==> src/source/core_pkg.sv <==
// shared widths, reset pc, opcode, control and state enums for the rv32i core
`default_nettype none

package core_pkg;

	localparam int xlen = 32;
	localparam int reg_w = 5;
	localparam logic [xlen-1:0] reset_pc = 32'h0000_0000;

	// rv32i major opcodes, instr[6:0]
	typedef enum logic [6:0] {
		OPC_LUI    = 7'b0110111,
		OPC_AUIPC  = 7'b0010111,
		OPC_JAL    = 7'b1101111,
		OPC_JALR   = 7'b1100111,
		OPC_BRANCH = 7'b1100011,
		OPC_LOAD   = 7'b0000011,
		OPC_STORE  = 7'b0100011,
		OPC_OP_IMM = 7'b0010011,
		OPC_OP     = 7'b0110011
	} opcode_e;

	// compares leave their result in bit 0
	typedef enum logic [4:0] {
		ALU_ADD, ALU_SUB, ALU_SLL, ALU_SLT, ALU_SLTU, ALU_XOR,
		ALU_SRL, ALU_SRA, ALU_OR, ALU_AND, ALU_PASS_B,
		ALU_EQ, ALU_NE, ALU_LT, ALU_GE, ALU_LTU, ALU_GEU
	} alu_op_e;

	typedef enum logic [1:0] {
		JMP_NONE, JMP_JAL, JMP_JALR, JMP_BRANCH
	} jump_e;

	typedef enum logic [3:0] {
		MEM_NONE, MEM_LB, MEM_LH, MEM_LW, MEM_LBU, MEM_LHU,
		MEM_SB, MEM_SH, MEM_SW
	} mem_e;

	// writeback source, none for branches and stores
	typedef enum logic [1:0] {
		WB_ALU, WB_MEM, WB_LINK, WB_NONE
	} wb_e;

	typedef enum logic [1:0] {
		LSU_IDLE, LSU_SETUP, LSU_ACCESS
	} lsu_state_e;

endpackage

`default_nettype wire

==> src/source/stage_bus_if.sv <==
// fetch, decode and execute stage-to-stage interfaces with source and sink modports
`timescale 1ns/1ps
`default_nettype none

interface fetch_bus_if;
	logic                      valid;
	logic                      ready;
	logic [core_pkg::xlen-1:0] pc;
	logic [core_pkg::xlen-1:0] instr;

	modport source(output valid, pc, instr, input ready);
	modport sink(input valid, pc, instr, output ready);
endinterface

interface decode_bus_if;
	logic                       valid;
	logic                       ready;
	logic [core_pkg::xlen-1:0]  pc;
	logic [core_pkg::xlen-1:0]  op_a;
	logic [core_pkg::xlen-1:0]  op_b;
	logic [core_pkg::xlen-1:0]  store_src;
	logic [core_pkg::xlen-1:0]  branch_target;
	logic [core_pkg::reg_w-1:0] rd;
	core_pkg::alu_op_e          alu_op;
	core_pkg::jump_e            jump;
	core_pkg::mem_e             mem;
	core_pkg::wb_e              wb;

	modport source(output valid, pc, op_a, op_b, store_src, branch_target, rd,
		alu_op, jump, mem, wb, input ready);
	modport sink(input valid, pc, op_a, op_b, store_src, branch_target, rd,
		alu_op, jump, mem, wb, output ready);
endinterface

interface exec_bus_if;
	logic                       valid;
	logic                       ready;
	logic [core_pkg::xlen-1:0]  result;
	logic [core_pkg::xlen-1:0]  store_data;
	logic [core_pkg::xlen-1:0]  link;
	logic [core_pkg::xlen-1:0]  next_pc;
	logic [core_pkg::reg_w-1:0] rd;
	core_pkg::mem_e             mem;
	core_pkg::wb_e              wb;

	modport source(output valid, result, store_data, link, next_pc, rd, mem, wb,
		input ready);
	modport sink(input valid, result, store_data, link, next_pc, rd, mem, wb,
		output ready);
endinterface

`default_nettype wire

==> src/source/alu.sv <==
// alu: add, sub, logic, shifts, set-less-than and branch compares
`timescale 1ns/1ps
`default_nettype none

module alu (
	input  wire core_pkg::alu_op_e          alu_op,
	input  wire logic [core_pkg::xlen-1:0]  src1,
	input  wire logic [core_pkg::xlen-1:0]  src2,
	output logic      [core_pkg::xlen-1:0]  result
);

	logic [4:0] shamt;
	logic       lt_s;
	logic       lt_u;

	assign shamt = src2[4:0];
	assign lt_s = $signed(src1) < $signed(src2);
	assign lt_u = src1 < src2;

	always_comb begin
		case (alu_op)
			core_pkg::ALU_ADD:    result = src1 + src2;
			core_pkg::ALU_SUB:    result = src1 - src2;
			core_pkg::ALU_SLL:    result = src1 << shamt;
			core_pkg::ALU_SLT:    result = {31'b0, lt_s};
			core_pkg::ALU_SLTU:   result = {31'b0, lt_u};
			core_pkg::ALU_XOR:    result = src1 ^ src2;
			core_pkg::ALU_SRL:    result = src1 >> shamt;
			core_pkg::ALU_SRA:    result = $unsigned($signed(src1) >>> shamt);
			core_pkg::ALU_OR:     result = src1 | src2;
			core_pkg::ALU_AND:    result = src1 & src2;
			core_pkg::ALU_PASS_B: result = src2;
			// compares for conditional branches
			core_pkg::ALU_EQ:     result = {31'b0, src1 == src2};
			core_pkg::ALU_NE:     result = {31'b0, src1 != src2};
			core_pkg::ALU_LT:     result = {31'b0, lt_s};
			core_pkg::ALU_GE:     result = {31'b0, !lt_s};
			core_pkg::ALU_LTU:    result = {31'b0, lt_u};
			core_pkg::ALU_GEU:    result = {31'b0, !lt_u};
			default:              result = '0;
		endcase
	end

endmodule

`default_nettype wire

==> src/source/exu.sv <==
// execute unit with alu, branch and jump resolution, next pc and execute register
`timescale 1ns/1ps
`default_nettype none

module exu (
	input  wire logic    clk,
	input  wire logic    arst_n,
	decode_bus_if.sink   decode,
	exec_bus_if.source   exec
);

	logic [core_pkg::xlen-1:0] alu_result;
	logic [core_pkg::xlen-1:0] pc_plus4;
	logic [core_pkg::xlen-1:0] next_pc_d;
	logic                      branch_taken;

	alu i_alu (
		.alu_op (decode.alu_op),
		.src1   (decode.op_a),
		.src2   (decode.op_b),
		.result (alu_result)
	);

	assign pc_plus4 = decode.pc + 32'd4;
	assign branch_taken = (decode.jump == core_pkg::JMP_BRANCH) && alu_result[0];

	always_comb begin
		if (branch_taken)
			next_pc_d = decode.branch_target;
		else if (decode.jump == core_pkg::JMP_JAL)
			next_pc_d = alu_result;
		else if (decode.jump == core_pkg::JMP_JALR)
			// jalr drops bit 0 of the sum
			next_pc_d = {alu_result[core_pkg::xlen-1:1], 1'b0};
		else
			next_pc_d = pc_plus4;
	end

	always_ff @(posedge clk or negedge arst_n) begin
		if (!arst_n)
			exec.valid <= 1'b0;
		else if (decode.valid && decode.ready)
			exec.valid <= 1'b1;
		else if (exec.ready)
			exec.valid <= 1'b0;
	end

	// held while the lsu waits on the bus
	always_ff @(posedge clk) begin
		if (decode.valid && decode.ready) begin
			exec.result <= alu_result;
			exec.store_data <= decode.store_src;
			exec.link <= pc_plus4;
			exec.next_pc <= next_pc_d;
			exec.rd <= decode.rd;
			exec.mem <= decode.mem;
			exec.wb <= decode.wb;
		end
	end

	assign decode.ready = !exec.valid || exec.ready;

	// jalr target lands on an even word address
	a_jalr_aligned: assert property (@(posedge clk) disable iff (!arst_n)
		decode.valid && decode.ready && decode.jump == core_pkg::JMP_JALR
		|=> exec.next_pc[1:0] == 2'b00);

endmodule

`default_nettype wire

==> src/source/idu.sv <==
// decode unit: instruction register, field decode, immediates, operand select
`timescale 1ns/1ps
`default_nettype none

module idu (
	input  wire logic                       clk,
	input  wire logic                       arst_n,
	fetch_bus_if.sink                       fetch,
	decode_bus_if.source                    decode,
	output logic      [core_pkg::reg_w-1:0] rs1_addr,
	output logic      [core_pkg::reg_w-1:0] rs2_addr,
	input  wire logic [core_pkg::xlen-1:0]  rs1_data,
	input  wire logic [core_pkg::xlen-1:0]  rs2_data
);

	logic [core_pkg::xlen-1:0] instr_q;
	logic [core_pkg::xlen-1:0] pc_q;
	logic                      valid_q;
	logic [core_pkg::xlen-1:0] imm_i, imm_s, imm_b, imm_u, imm_j;
	logic [2:0]                funct3;
	core_pkg::opcode_e         opcode;

	// register-register and register-immediate ops share funct3
	function automatic core_pkg::alu_op_e alu_sel(input logic [2:0] f3, input logic alt);
		case (f3)
			3'b000: alu_sel = alt ? core_pkg::ALU_SUB : core_pkg::ALU_ADD;
			3'b001: alu_sel = core_pkg::ALU_SLL;
			3'b010: alu_sel = core_pkg::ALU_SLT;
			3'b011: alu_sel = core_pkg::ALU_SLTU;
			3'b100: alu_sel = core_pkg::ALU_XOR;
			3'b101: alu_sel = alt ? core_pkg::ALU_SRA : core_pkg::ALU_SRL;
			3'b110: alu_sel = core_pkg::ALU_OR;
			default: alu_sel = core_pkg::ALU_AND;
		endcase
	endfunction

	always_ff @(posedge clk or negedge arst_n) begin
		if (!arst_n)
			valid_q <= 1'b0;
		else if (fetch.valid && fetch.ready)
			valid_q <= 1'b1;
		else if (decode.ready)
			valid_q <= 1'b0;
	end

	always_ff @(posedge clk) begin
		if (fetch.valid && fetch.ready) begin
			instr_q <= fetch.instr;
			pc_q <= fetch.pc;
		end
	end

	assign fetch.ready = !valid_q || decode.ready;

	assign opcode = core_pkg::opcode_e'(instr_q[6:0]);
	assign funct3 = instr_q[14:12];
	assign rs1_addr = instr_q[19:15];
	assign rs2_addr = instr_q[24:20];

	assign imm_i = {{20{instr_q[31]}}, instr_q[31:20]};
	assign imm_s = {{20{instr_q[31]}}, instr_q[31:25], instr_q[11:7]};
	assign imm_b = {{19{instr_q[31]}}, instr_q[31], instr_q[7], instr_q[30:25],
		instr_q[11:8], 1'b0};
	assign imm_u = {instr_q[31:12], 12'b0};
	assign imm_j = {{11{instr_q[31]}}, instr_q[31], instr_q[19:12], instr_q[20],
		instr_q[30:21], 1'b0};

	always_comb begin
		decode.alu_op = core_pkg::ALU_ADD;
		decode.jump = core_pkg::JMP_NONE;
		decode.mem = core_pkg::MEM_NONE;
		decode.wb = core_pkg::WB_ALU;
		decode.op_a = rs1_data;
		decode.op_b = imm_i;
		case (opcode)
			core_pkg::OPC_LUI: begin
				decode.alu_op = core_pkg::ALU_PASS_B;
				decode.op_b = imm_u;
			end
			core_pkg::OPC_AUIPC: begin
				decode.op_a = pc_q;
				decode.op_b = imm_u;
			end
			core_pkg::OPC_JAL: begin
				decode.op_a = pc_q;
				decode.op_b = imm_j;
				decode.jump = core_pkg::JMP_JAL;
				decode.wb = core_pkg::WB_LINK;
			end
			core_pkg::OPC_JALR: begin
				decode.jump = core_pkg::JMP_JALR;
				decode.wb = core_pkg::WB_LINK;
			end
			core_pkg::OPC_BRANCH: begin
				decode.op_b = rs2_data;
				decode.jump = core_pkg::JMP_BRANCH;
				decode.wb = core_pkg::WB_NONE;
				case (funct3)
					3'b001: decode.alu_op = core_pkg::ALU_NE;
					3'b100: decode.alu_op = core_pkg::ALU_LT;
					3'b101: decode.alu_op = core_pkg::ALU_GE;
					3'b110: decode.alu_op = core_pkg::ALU_LTU;
					3'b111: decode.alu_op = core_pkg::ALU_GEU;
					default: decode.alu_op = core_pkg::ALU_EQ;
				endcase
			end
			core_pkg::OPC_LOAD: begin
				decode.wb = core_pkg::WB_MEM;
				case (funct3)
					3'b000: decode.mem = core_pkg::MEM_LB;
					3'b001: decode.mem = core_pkg::MEM_LH;
					3'b100: decode.mem = core_pkg::MEM_LBU;
					3'b101: decode.mem = core_pkg::MEM_LHU;
					default: decode.mem = core_pkg::MEM_LW;
				endcase
			end
			core_pkg::OPC_STORE: begin
				decode.op_b = imm_s;
				decode.wb = core_pkg::WB_NONE;
				case (funct3)
					3'b000: decode.mem = core_pkg::MEM_SB;
					3'b001: decode.mem = core_pkg::MEM_SH;
					default: decode.mem = core_pkg::MEM_SW;
				endcase
			end
			core_pkg::OPC_OP_IMM:
				decode.alu_op = alu_sel(funct3, instr_q[30] && funct3 == 3'b101);
			core_pkg::OPC_OP: begin
				decode.op_b = rs2_data;
				decode.alu_op = alu_sel(funct3, instr_q[30]);
			end
			// unknown opcode retires as a no-op
			default: decode.wb = core_pkg::WB_NONE;
		endcase
	end

	assign decode.valid = valid_q;
	assign decode.pc = pc_q;
	assign decode.rd = instr_q[11:7];
	assign decode.store_src = rs2_data;
	assign decode.branch_target = pc_q + imm_b;

endmodule

`default_nettype wire

==> src/source/ifu.sv <==
// fetch unit with pc register, single rom read per instruction and fetch token
`timescale 1ns/1ps
`default_nettype none

module ifu (
	input  wire logic                      clk,
	input  wire logic                      arst_n,
	input  wire logic                      redirect_valid,
	input  wire logic [core_pkg::xlen-1:0] next_pc,
	output logic                           imem_req,
	output logic      [core_pkg::xlen-1:0] imem_addr,
	input  wire logic [core_pkg::xlen-1:0] imem_rdata,
	fetch_bus_if.source                    fetch
);

	logic [core_pkg::xlen-1:0] pc;
	logic [core_pkg::xlen-1:0] instr_q;
	logic                      busy;
	// rom data is on the bus this cycle
	logic                      rdata_live;

	always_ff @(posedge clk or negedge arst_n) begin
		if (!arst_n) begin
			pc <= core_pkg::reset_pc;
			busy <= 1'b0;
			imem_req <= 1'b0;
			rdata_live <= 1'b0;
			fetch.valid <= 1'b0;
		end else begin
			imem_req <= 1'b0;
			rdata_live <= imem_req;
			if (redirect_valid) begin
				pc <= next_pc;
				busy <= 1'b0;
			end else if (!busy) begin
				imem_req <= 1'b1;
				busy <= 1'b1;
			end
			if (imem_req)
				fetch.valid <= 1'b1;
			else if (fetch.ready)
				fetch.valid <= 1'b0;
		end
	end

	// keep the word in case decode stalls
	always_ff @(posedge clk) begin
		if (rdata_live)
			instr_q <= imem_rdata;
	end

	assign imem_addr = pc;
	assign fetch.pc = pc;
	assign fetch.instr = rdata_live ? imem_rdata : instr_q;

	// a new rom read only once decode has taken the previous word
	a_no_req_with_token: assert property (@(posedge clk) disable iff (!arst_n)
		imem_req |-> !fetch.valid);

endmodule

`default_nettype wire

==> src/source/lsu.sv <==
// load/store unit: apb master, load extension, writeback and retire
`timescale 1ns/1ps
`default_nettype none

module lsu (
	input  wire logic                       clk,
	input  wire logic                       arst_n,
	exec_bus_if.sink                        exec,
	output logic                            psel,
	output logic                            penable,
	output logic                            pwrite,
	output logic      [core_pkg::xlen-1:0]  paddr,
	output logic      [core_pkg::xlen-1:0]  pwdata,
	output logic      [3:0]                 pstrb,
	input  wire logic [core_pkg::xlen-1:0]  prdata,
	input  wire logic                       pready,
	output logic                            wen,
	output logic      [core_pkg::reg_w-1:0] waddr,
	output logic      [core_pkg::xlen-1:0]  wdata,
	output logic                            redirect_valid,
	output logic      [core_pkg::xlen-1:0]  next_pc
);

	core_pkg::lsu_state_e       state;
	core_pkg::mem_e             mem_q;
	core_pkg::wb_e              wb_q;
	logic [core_pkg::xlen-1:0]  result_q;
	logic [core_pkg::xlen-1:0]  store_q;
	logic [core_pkg::xlen-1:0]  link_q;
	logic [core_pkg::xlen-1:0]  next_pc_q;
	logic [core_pkg::reg_w-1:0] rd_q;
	logic                       retire_q;
	logic                       access_done;
	logic [core_pkg::xlen-1:0]  rd_shifted;
	logic [core_pkg::xlen-1:0]  load_data;

	always_ff @(posedge clk or negedge arst_n) begin
		if (!arst_n) begin
			state <= core_pkg::LSU_IDLE;
			retire_q <= 1'b0;
		end else begin
			retire_q <= 1'b0;
			case (state)
				core_pkg::LSU_IDLE:
					if (exec.valid) begin
						if (exec.mem != core_pkg::MEM_NONE)
							state <= core_pkg::LSU_SETUP;
						else
							retire_q <= 1'b1;
					end
				core_pkg::LSU_SETUP:
					state <= core_pkg::LSU_ACCESS;
				default:
					if (pready)
						state <= core_pkg::LSU_IDLE;
			endcase
		end
	end

	always_ff @(posedge clk) begin
		if (exec.valid && exec.ready) begin
			result_q <= exec.result;
			store_q <= exec.store_data;
			link_q <= exec.link;
			next_pc_q <= exec.next_pc;
			rd_q <= exec.rd;
			mem_q <= exec.mem;
			wb_q <= exec.wb;
		end
	end

	assign exec.ready = (state == core_pkg::LSU_IDLE);

	// apb signals come straight from the held request
	assign psel = (state != core_pkg::LSU_IDLE);
	assign penable = (state == core_pkg::LSU_ACCESS);
	assign pwrite = mem_q inside {core_pkg::MEM_SB, core_pkg::MEM_SH, core_pkg::MEM_SW};
	assign paddr = {result_q[core_pkg::xlen-1:2], 2'b00};
	assign pwdata = store_q << {result_q[1:0], 3'b000};

	always_comb begin
		case (mem_q)
			core_pkg::MEM_SB: pstrb = 4'b0001 << result_q[1:0];
			core_pkg::MEM_SH: pstrb = 4'b0011 << result_q[1:0];
			core_pkg::MEM_SW: pstrb = 4'b1111;
			default:          pstrb = 4'b0000;
		endcase
	end

	// byte or halfword moved down to bit 0, then extended
	assign rd_shifted = prdata >> {result_q[1:0], 3'b000};

	always_comb begin
		case (mem_q)
			core_pkg::MEM_LB:  load_data = {{24{rd_shifted[7]}}, rd_shifted[7:0]};
			core_pkg::MEM_LBU: load_data = {24'b0, rd_shifted[7:0]};
			core_pkg::MEM_LH:  load_data = {{16{rd_shifted[15]}}, rd_shifted[15:0]};
			core_pkg::MEM_LHU: load_data = {16'b0, rd_shifted[15:0]};
			default:           load_data = prdata;
		endcase
	end

	always_comb begin
		case (wb_q)
			core_pkg::WB_MEM:  wdata = load_data;
			core_pkg::WB_LINK: wdata = link_q;
			default:           wdata = result_q;
		endcase
	end

	assign access_done = (state == core_pkg::LSU_ACCESS) && pready;
	assign redirect_valid = retire_q || access_done;
	assign wen = redirect_valid && (wb_q != core_pkg::WB_NONE);
	assign waddr = rd_q;
	assign next_pc = next_pc_q;

	// access phase always follows a setup phase
	a_penable_after_setup: assert property (@(posedge clk) disable iff (!arst_n)
		$rose(penable) |-> psel && $past(psel) && !$past(penable));

	a_stable_in_wait: assert property (@(posedge clk) disable iff (!arst_n)
		state == core_pkg::LSU_ACCESS && !pready |=> $stable(paddr) && $stable(pwrite));

endmodule

`default_nettype wire

==> src/source/regfile.sv <==
// register file: x1..x31 with two read ports and one write port, x0 reads zero
`timescale 1ns/1ps
`default_nettype none

module regfile (
	input  wire logic                       clk,
	input  wire logic                       arst_n,
	input  wire logic [core_pkg::reg_w-1:0] rs1_addr,
	input  wire logic [core_pkg::reg_w-1:0] rs2_addr,
	output logic      [core_pkg::xlen-1:0]  rs1_data,
	output logic      [core_pkg::xlen-1:0]  rs2_data,
	input  wire logic                       wen,
	input  wire logic [core_pkg::reg_w-1:0] waddr,
	input  wire logic [core_pkg::xlen-1:0]  wdata
);

	logic [core_pkg::xlen-1:0] regs [31:1];

	always_ff @(posedge clk or negedge arst_n) begin
		if (!arst_n) begin
			for (int i = 1; i < 32; i++)
				regs[i] <= '0;
		end else if (wen && waddr != '0) begin
			regs[waddr] <= wdata;
		end
	end

	assign rs1_data = (rs1_addr == '0) ? '0 : regs[rs1_addr];
	assign rs2_data = (rs2_addr == '0) ? '0 : regs[rs2_addr];

endmodule

`default_nettype wire

==> src/source/rv_core.sv <==
// top level: fetch, decode, regfile, execute and load/store stages
`timescale 1ns/1ps
`default_nettype none

module rv_core (
	input  wire logic                       clk,
	input  wire logic                       arst_n,
	output logic                            imem_req,
	output logic      [core_pkg::xlen-1:0]  imem_addr,
	input  wire logic [core_pkg::xlen-1:0]  imem_rdata,
	output logic                            psel,
	output logic                            penable,
	output logic                            pwrite,
	output logic      [core_pkg::xlen-1:0]  paddr,
	output logic      [core_pkg::xlen-1:0]  pwdata,
	output logic      [3:0]                 pstrb,
	input  wire logic [core_pkg::xlen-1:0]  prdata,
	input  wire logic                       pready,
	output logic                            commit_wen,
	output logic      [core_pkg::reg_w-1:0] commit_waddr,
	output logic      [core_pkg::xlen-1:0]  commit_wdata
);

	logic                       redirect_valid;
	logic [core_pkg::xlen-1:0]  next_pc;
	logic [core_pkg::reg_w-1:0] rs1_addr, rs2_addr;
	logic [core_pkg::xlen-1:0]  rs1_data, rs2_data;

	fetch_bus_if  fetch_bus ();
	decode_bus_if decode_bus ();
	exec_bus_if   exec_bus ();

	ifu i_ifu (
		.clk(clk), .arst_n(arst_n),
		.redirect_valid(redirect_valid), .next_pc(next_pc),
		.imem_req(imem_req), .imem_addr(imem_addr), .imem_rdata(imem_rdata),
		.fetch(fetch_bus.source)
	);

	idu i_idu (
		.clk(clk), .arst_n(arst_n),
		.fetch(fetch_bus.sink), .decode(decode_bus.source),
		.rs1_addr(rs1_addr), .rs2_addr(rs2_addr),
		.rs1_data(rs1_data), .rs2_data(rs2_data)
	);

	// commit port doubles as the regfile write port
	regfile i_regfile (
		.clk(clk), .arst_n(arst_n),
		.rs1_addr(rs1_addr), .rs2_addr(rs2_addr),
		.rs1_data(rs1_data), .rs2_data(rs2_data),
		.wen(commit_wen), .waddr(commit_waddr), .wdata(commit_wdata)
	);

	exu i_exu (
		.clk(clk), .arst_n(arst_n),
		.decode(decode_bus.sink), .exec(exec_bus.source)
	);

	lsu i_lsu (
		.clk(clk), .arst_n(arst_n),
		.exec(exec_bus.sink),
		.psel(psel), .penable(penable), .pwrite(pwrite),
		.paddr(paddr), .pwdata(pwdata), .pstrb(pstrb),
		.prdata(prdata), .pready(pready),
		.wen(commit_wen), .waddr(commit_waddr), .wdata(commit_wdata),
		.redirect_valid(redirect_valid), .next_pc(next_pc)
	);

endmodule

`default_nettype wire

==> config.mk <==
export PLATFORM = sky130hd
export DESIGN_NAME = rv_core
export DESIGN_NICKNAME = d
export VERILOG_FILES = /design/src/source/core_pkg.sv /design/src/source/stage_bus_if.sv /design/src/source/alu.sv /design/src/source/exu.sv /design/src/source/idu.sv /design/src/source/ifu.sv /design/src/source/lsu.sv /design/src/source/regfile.sv /design/src/source/rv_core.sv
export SDC_FILE = /design/constraint.sdc
export NUM_CORES = 2
export LEC_CHECK = 0
export BUFFER_PORTS_ARGS = -buffer_cell sky130_fd_sc_hd__buf_2
export CAP_MARGIN = 20
export CORE_ASPECT_RATIO = 0.9
export CORE_MARGIN = 8
export CORE_UTILIZATION = 32
export DETAILED_ROUTE_END_ITERATION = 16
export PLACE_DENSITY = 0.5
export SYNTH_ARGS = -nofsm -noshare
export SYNTH_HDL_FRONTEND = slang
export SYNTH_SLANG_ARGS = --single-unit
==> constraint.sdc <==
create_clock -name clk -period 7.6 [get_ports clk]
set_input_delay 0 -clock clk [delete_from_list [all_inputs] [get_ports clk]]
set_output_delay 0 -clock clk [all_outputs]
set_load 0.05 [all_outputs]
==> flow_summary.ini <==
[power]
ir_worst_vdd_v = 0.000208
pwr-share-comb = 0.521
p_sw_mw = 21.1
leakagePower_nw = 38.3
p_int_mw = 23.8
power_density_nw_per_um2 = 488
switching_share = 0.470
seqPwrFrac = 0.302
p_clk_frac = 0.177

[detailed_routing]
wl_met1_mm = 168
dr_wl_met3_mm = 40.5
routed.top_layer = met5
firstDrtPassIters = 6
wl_met2_mm = 154
routed_wl_mm = 379
vias = 67800
viasPerCell = 5.98
post-route-drc-count = 0
drt_first_iter_violations = 9125
wl_per_cell_um = 33.5
ant_nets = 0

[timing]
grt_setup_unrepaired = false
fmax_ghz = 0.134
whs_ns = 0.0777
tightest_slew_ns = 1.29
period_minus_slack_ns = 7.49
drv_slew = 0
fin_skew_ns = 0.0591
hold_viol_final = 0
relSlewSlack = 0.137
fin_crit_sh = 0.985
setup_ws_ns = 0.111
setup_viol = 0
fin_tns_setup_ns = 0

[clock_network]
h-tree-depth = 4
clockBufferDepth = 4
postCtsSetupRepairBufs = 0
cts_inserted_buffers = 164
root_buffer = clkbuf_16
clkTransAtPathRegs_ns = 0.07
cts_tree = built
worstSkewPairLatency_ns = 0.87
clock-sinks = 1407

[synthesis]
synthArstFlopShare = 0.734
syn_avg_cell_area_um2 = 10.4
synth_top_area_cell = dfrtp_1
synth_most_common_cell = nand2_1
synth-seq-cells = 1407
synthesis.instances = 7663
synth_top_area_frac = 0.324
ys.flop_type = dfrtp_1
ys_types = 107
synth_edf_count = 342
yosysWarningCount = 0
synthesis.area_um2 = 79700
synth_commonest_cells = 1330 x nand2_1, 1230 x o21ai_0, 1033 x dfrtp_1
yosysSeqAreaShare = 0.461
yosys-top-cells-area = dfrtp_1 32%, edfxtp_1 13%, mux4_2 12%

[placement]
globalplace.congestion = 1.05
post-place-ws_ns = -0.172
hpwl_mm = 273
io_buffer_count = 206

[critical_path]
path_buf_inv = 5
critPathSlowestCell = nor2b_4
crit_fanout = 29
required_ns = 8.18
r2r_start = i_idu.instr_q[21]$_DFFE_PP_
reg2regPathDepth = 22
startpoint_type = flop
r2r_slack_ns = 0.11
setup.worst_path.end_class = flop
worst-setup-path-type = flop to flop
cpPeakStageDelay_ns = 0.78
critical_path_depth = 22
path_cells = buf_12, nor2b_4, a221oi_1, o311ai_0, buf_4, nand4_1, nand2_2, ha_1, inv_1, fa_1, nor2b_1, o31a_1, o221a_2, nor4_1, o221ai_1, buf_4, a21oi_1, o311ai_0, or4_1, o21ai_4, buf_12, mux2_2
reg2reg_to = i_exu.exec.next_pc[22]$_DFFE_PP_
crit_family = simple AND/OR/NAND/NOR gates
crit_arrival_ns = 8.07

[hold_path]
hold_start = imem_rdata[0]
hold_depth = 3
hold_path_end = i_ifu.instr_q[0]$_DFF_P_
min_path_type = input port to flop

[grt]
grt_pass1_wl_mm = 526
grt_overflow = 0
grt_usage = 0.277
grt_max_degree = 152
grt_pass1_vias = 64200
antenna_found_initial = 36

[floorplan]
num_rows = 174
ios = 209
start_util = 0.320
die_w_um = 542
core_area_um2 = 249000
die_area_um2 = 265000
chipHeight_um = 490

[cells_and_area]
top_register = i_regfile.regs
fillCellCount = 24700
layout-drive-gt1-share = 0.207
fin_nets = 8042
area_growth_syn_to_layout_pct = 15.6
final_core_util = 0.370
largest_reg_flops = 992

[run]
maxCapViolations = 0

[run_status]
status = completed
[per-layer routing]
layer	up-vias	GRT usage
li1	28600	-
met1	34700	0.405
met2	3680	0.389
met3	713	0.0776
met4	22	0.102
met5	-	0.00445
[worst max-delay path by stage]
stage,from,to
6_report,i_idu.instr_q[21]$_DFFE_PP_,i_exu.exec.next_pc[22]$_DFFE_PP_
3_5_place_dp,i_idu.instr_q[20]$_DFFE_PP_,i_exu.exec.next_pc[22]$_DFFE_PP_
5_1_grt,i_idu.instr_q[20]$_DFFE_PP_,i_exu.exec.next_pc[11]$_DFFE_PP_
4_1_cts,i_idu.instr_q[20]$_DFFE_PP_,i_exu.exec.next_pc[11]$_DFFE_PP_
2_1_floorplan,i_idu.instr_q[20]$_DFFE_PP_,i_exu.exec.next_pc[11]$_DFFE_PP_
3_3_place_gp,i_idu.instr_q[20]$_DFFE_PP_,i_exu.exec.next_pc[22]$_DFFE_PP_
[layout by cell type (no fill, tap or decap), types with 64 or more instances in the layout]
| cell | count |
|---|---|
| a21oi_1 | 205 |
| buf_2 | 205 |
| buf_4 | 392 |
| clkbuf_16 | 169 |
| dfrtp_1 | 1032 |
| dlygate4sd3_1 | 64 |
| edfxtp_1 | 342 |
| ha_1 | 134 |
| inv_1 | 165 |
| mux2_2 | 170 |
| mux2i_1 | 220 |
| mux4_2 | 437 |
| nand2_1 | 1296 |
| nand3_1 | 92 |
| nor2_1 | 284 |
| nor3_1 | 81 |
| o211ai_1 | 73 |
| o21ai_0 | 1197 |
[through the flow]
| step | instance area (um2) | power (mW) | instances |
|---|---|---|---|
| final | 92100 | 44.9 | 11300 |
| after global routing | 92100 | 46.8 | 11300 |
| after CTS | 92000 | 44.5 | 11300 |
| after detailed placement | 86000 | 36.4 | 10900 |
| after global placement | 86000 | 36.2 | 10900 |
| after floorplan | 79700 | 26.2 | 7664 |
[power by group through the flow]
stage	Combinational (mW)	Sequential, mW	Clock [mW]
6_report	23.4	13.6	7.95
3_3_place_gp	22.7	13.5	0
3_5_place_dp	22.7	13.6	0
4_1_cts	22.9	13.5	8.10
5_1_grt	24.5	13.9	8.38
2_1_floorplan	13.4	12.8	0
[cells by family (layout without fill, tap and decap cells)]
group	count (synthesis)	after routing	share of synthesized area
xor+xnor	84	84	0.00923
flops	1407	1407	0.461
mux	830	830	0.176
compound gates	2207	2207	0.169
fa+ha+maj	137	137	0.0218
simple gates	2126	2126	0.116
buf+inv	871	1166	0.0480
other cells	1	25	0.0000470
[worst min-delay path: stages]
cell and delay [ns]:
dlygate4sd3_1 0.51, buf_2 0.11, mux2_2 0.24
[timing repair]
| item | in CTS | in global routing |
|---|---|---|
| hold buffers | 65 | 0 |
| pin swaps | 0 | 0 |
| resized for setup | 2 | 4 |
| setup endpoints to repair | 27 | 7 |
| endpoints found under the hold margin | 747 | 0 |
[final cells by class]
type / instances / area [um2] / area share
Timing Repair Buffer: 704 / 5470 / 0.0593
Clock buffer: 226 / 4680 / 0.0508
Inverter: 175 / 667 / 0.00724
Antenna cell: 23 / 57.6 / 0.000625
Clock inverter: 61 / 576 / 0.00625
Tap cell: 3344 / 4180 / 0.0454
Sequential cell: 1407 / 36800 / 0.399
Multi-Input combinational cell: 5386 / 39700 / 0.431
(Power assumes the default switching activity.)
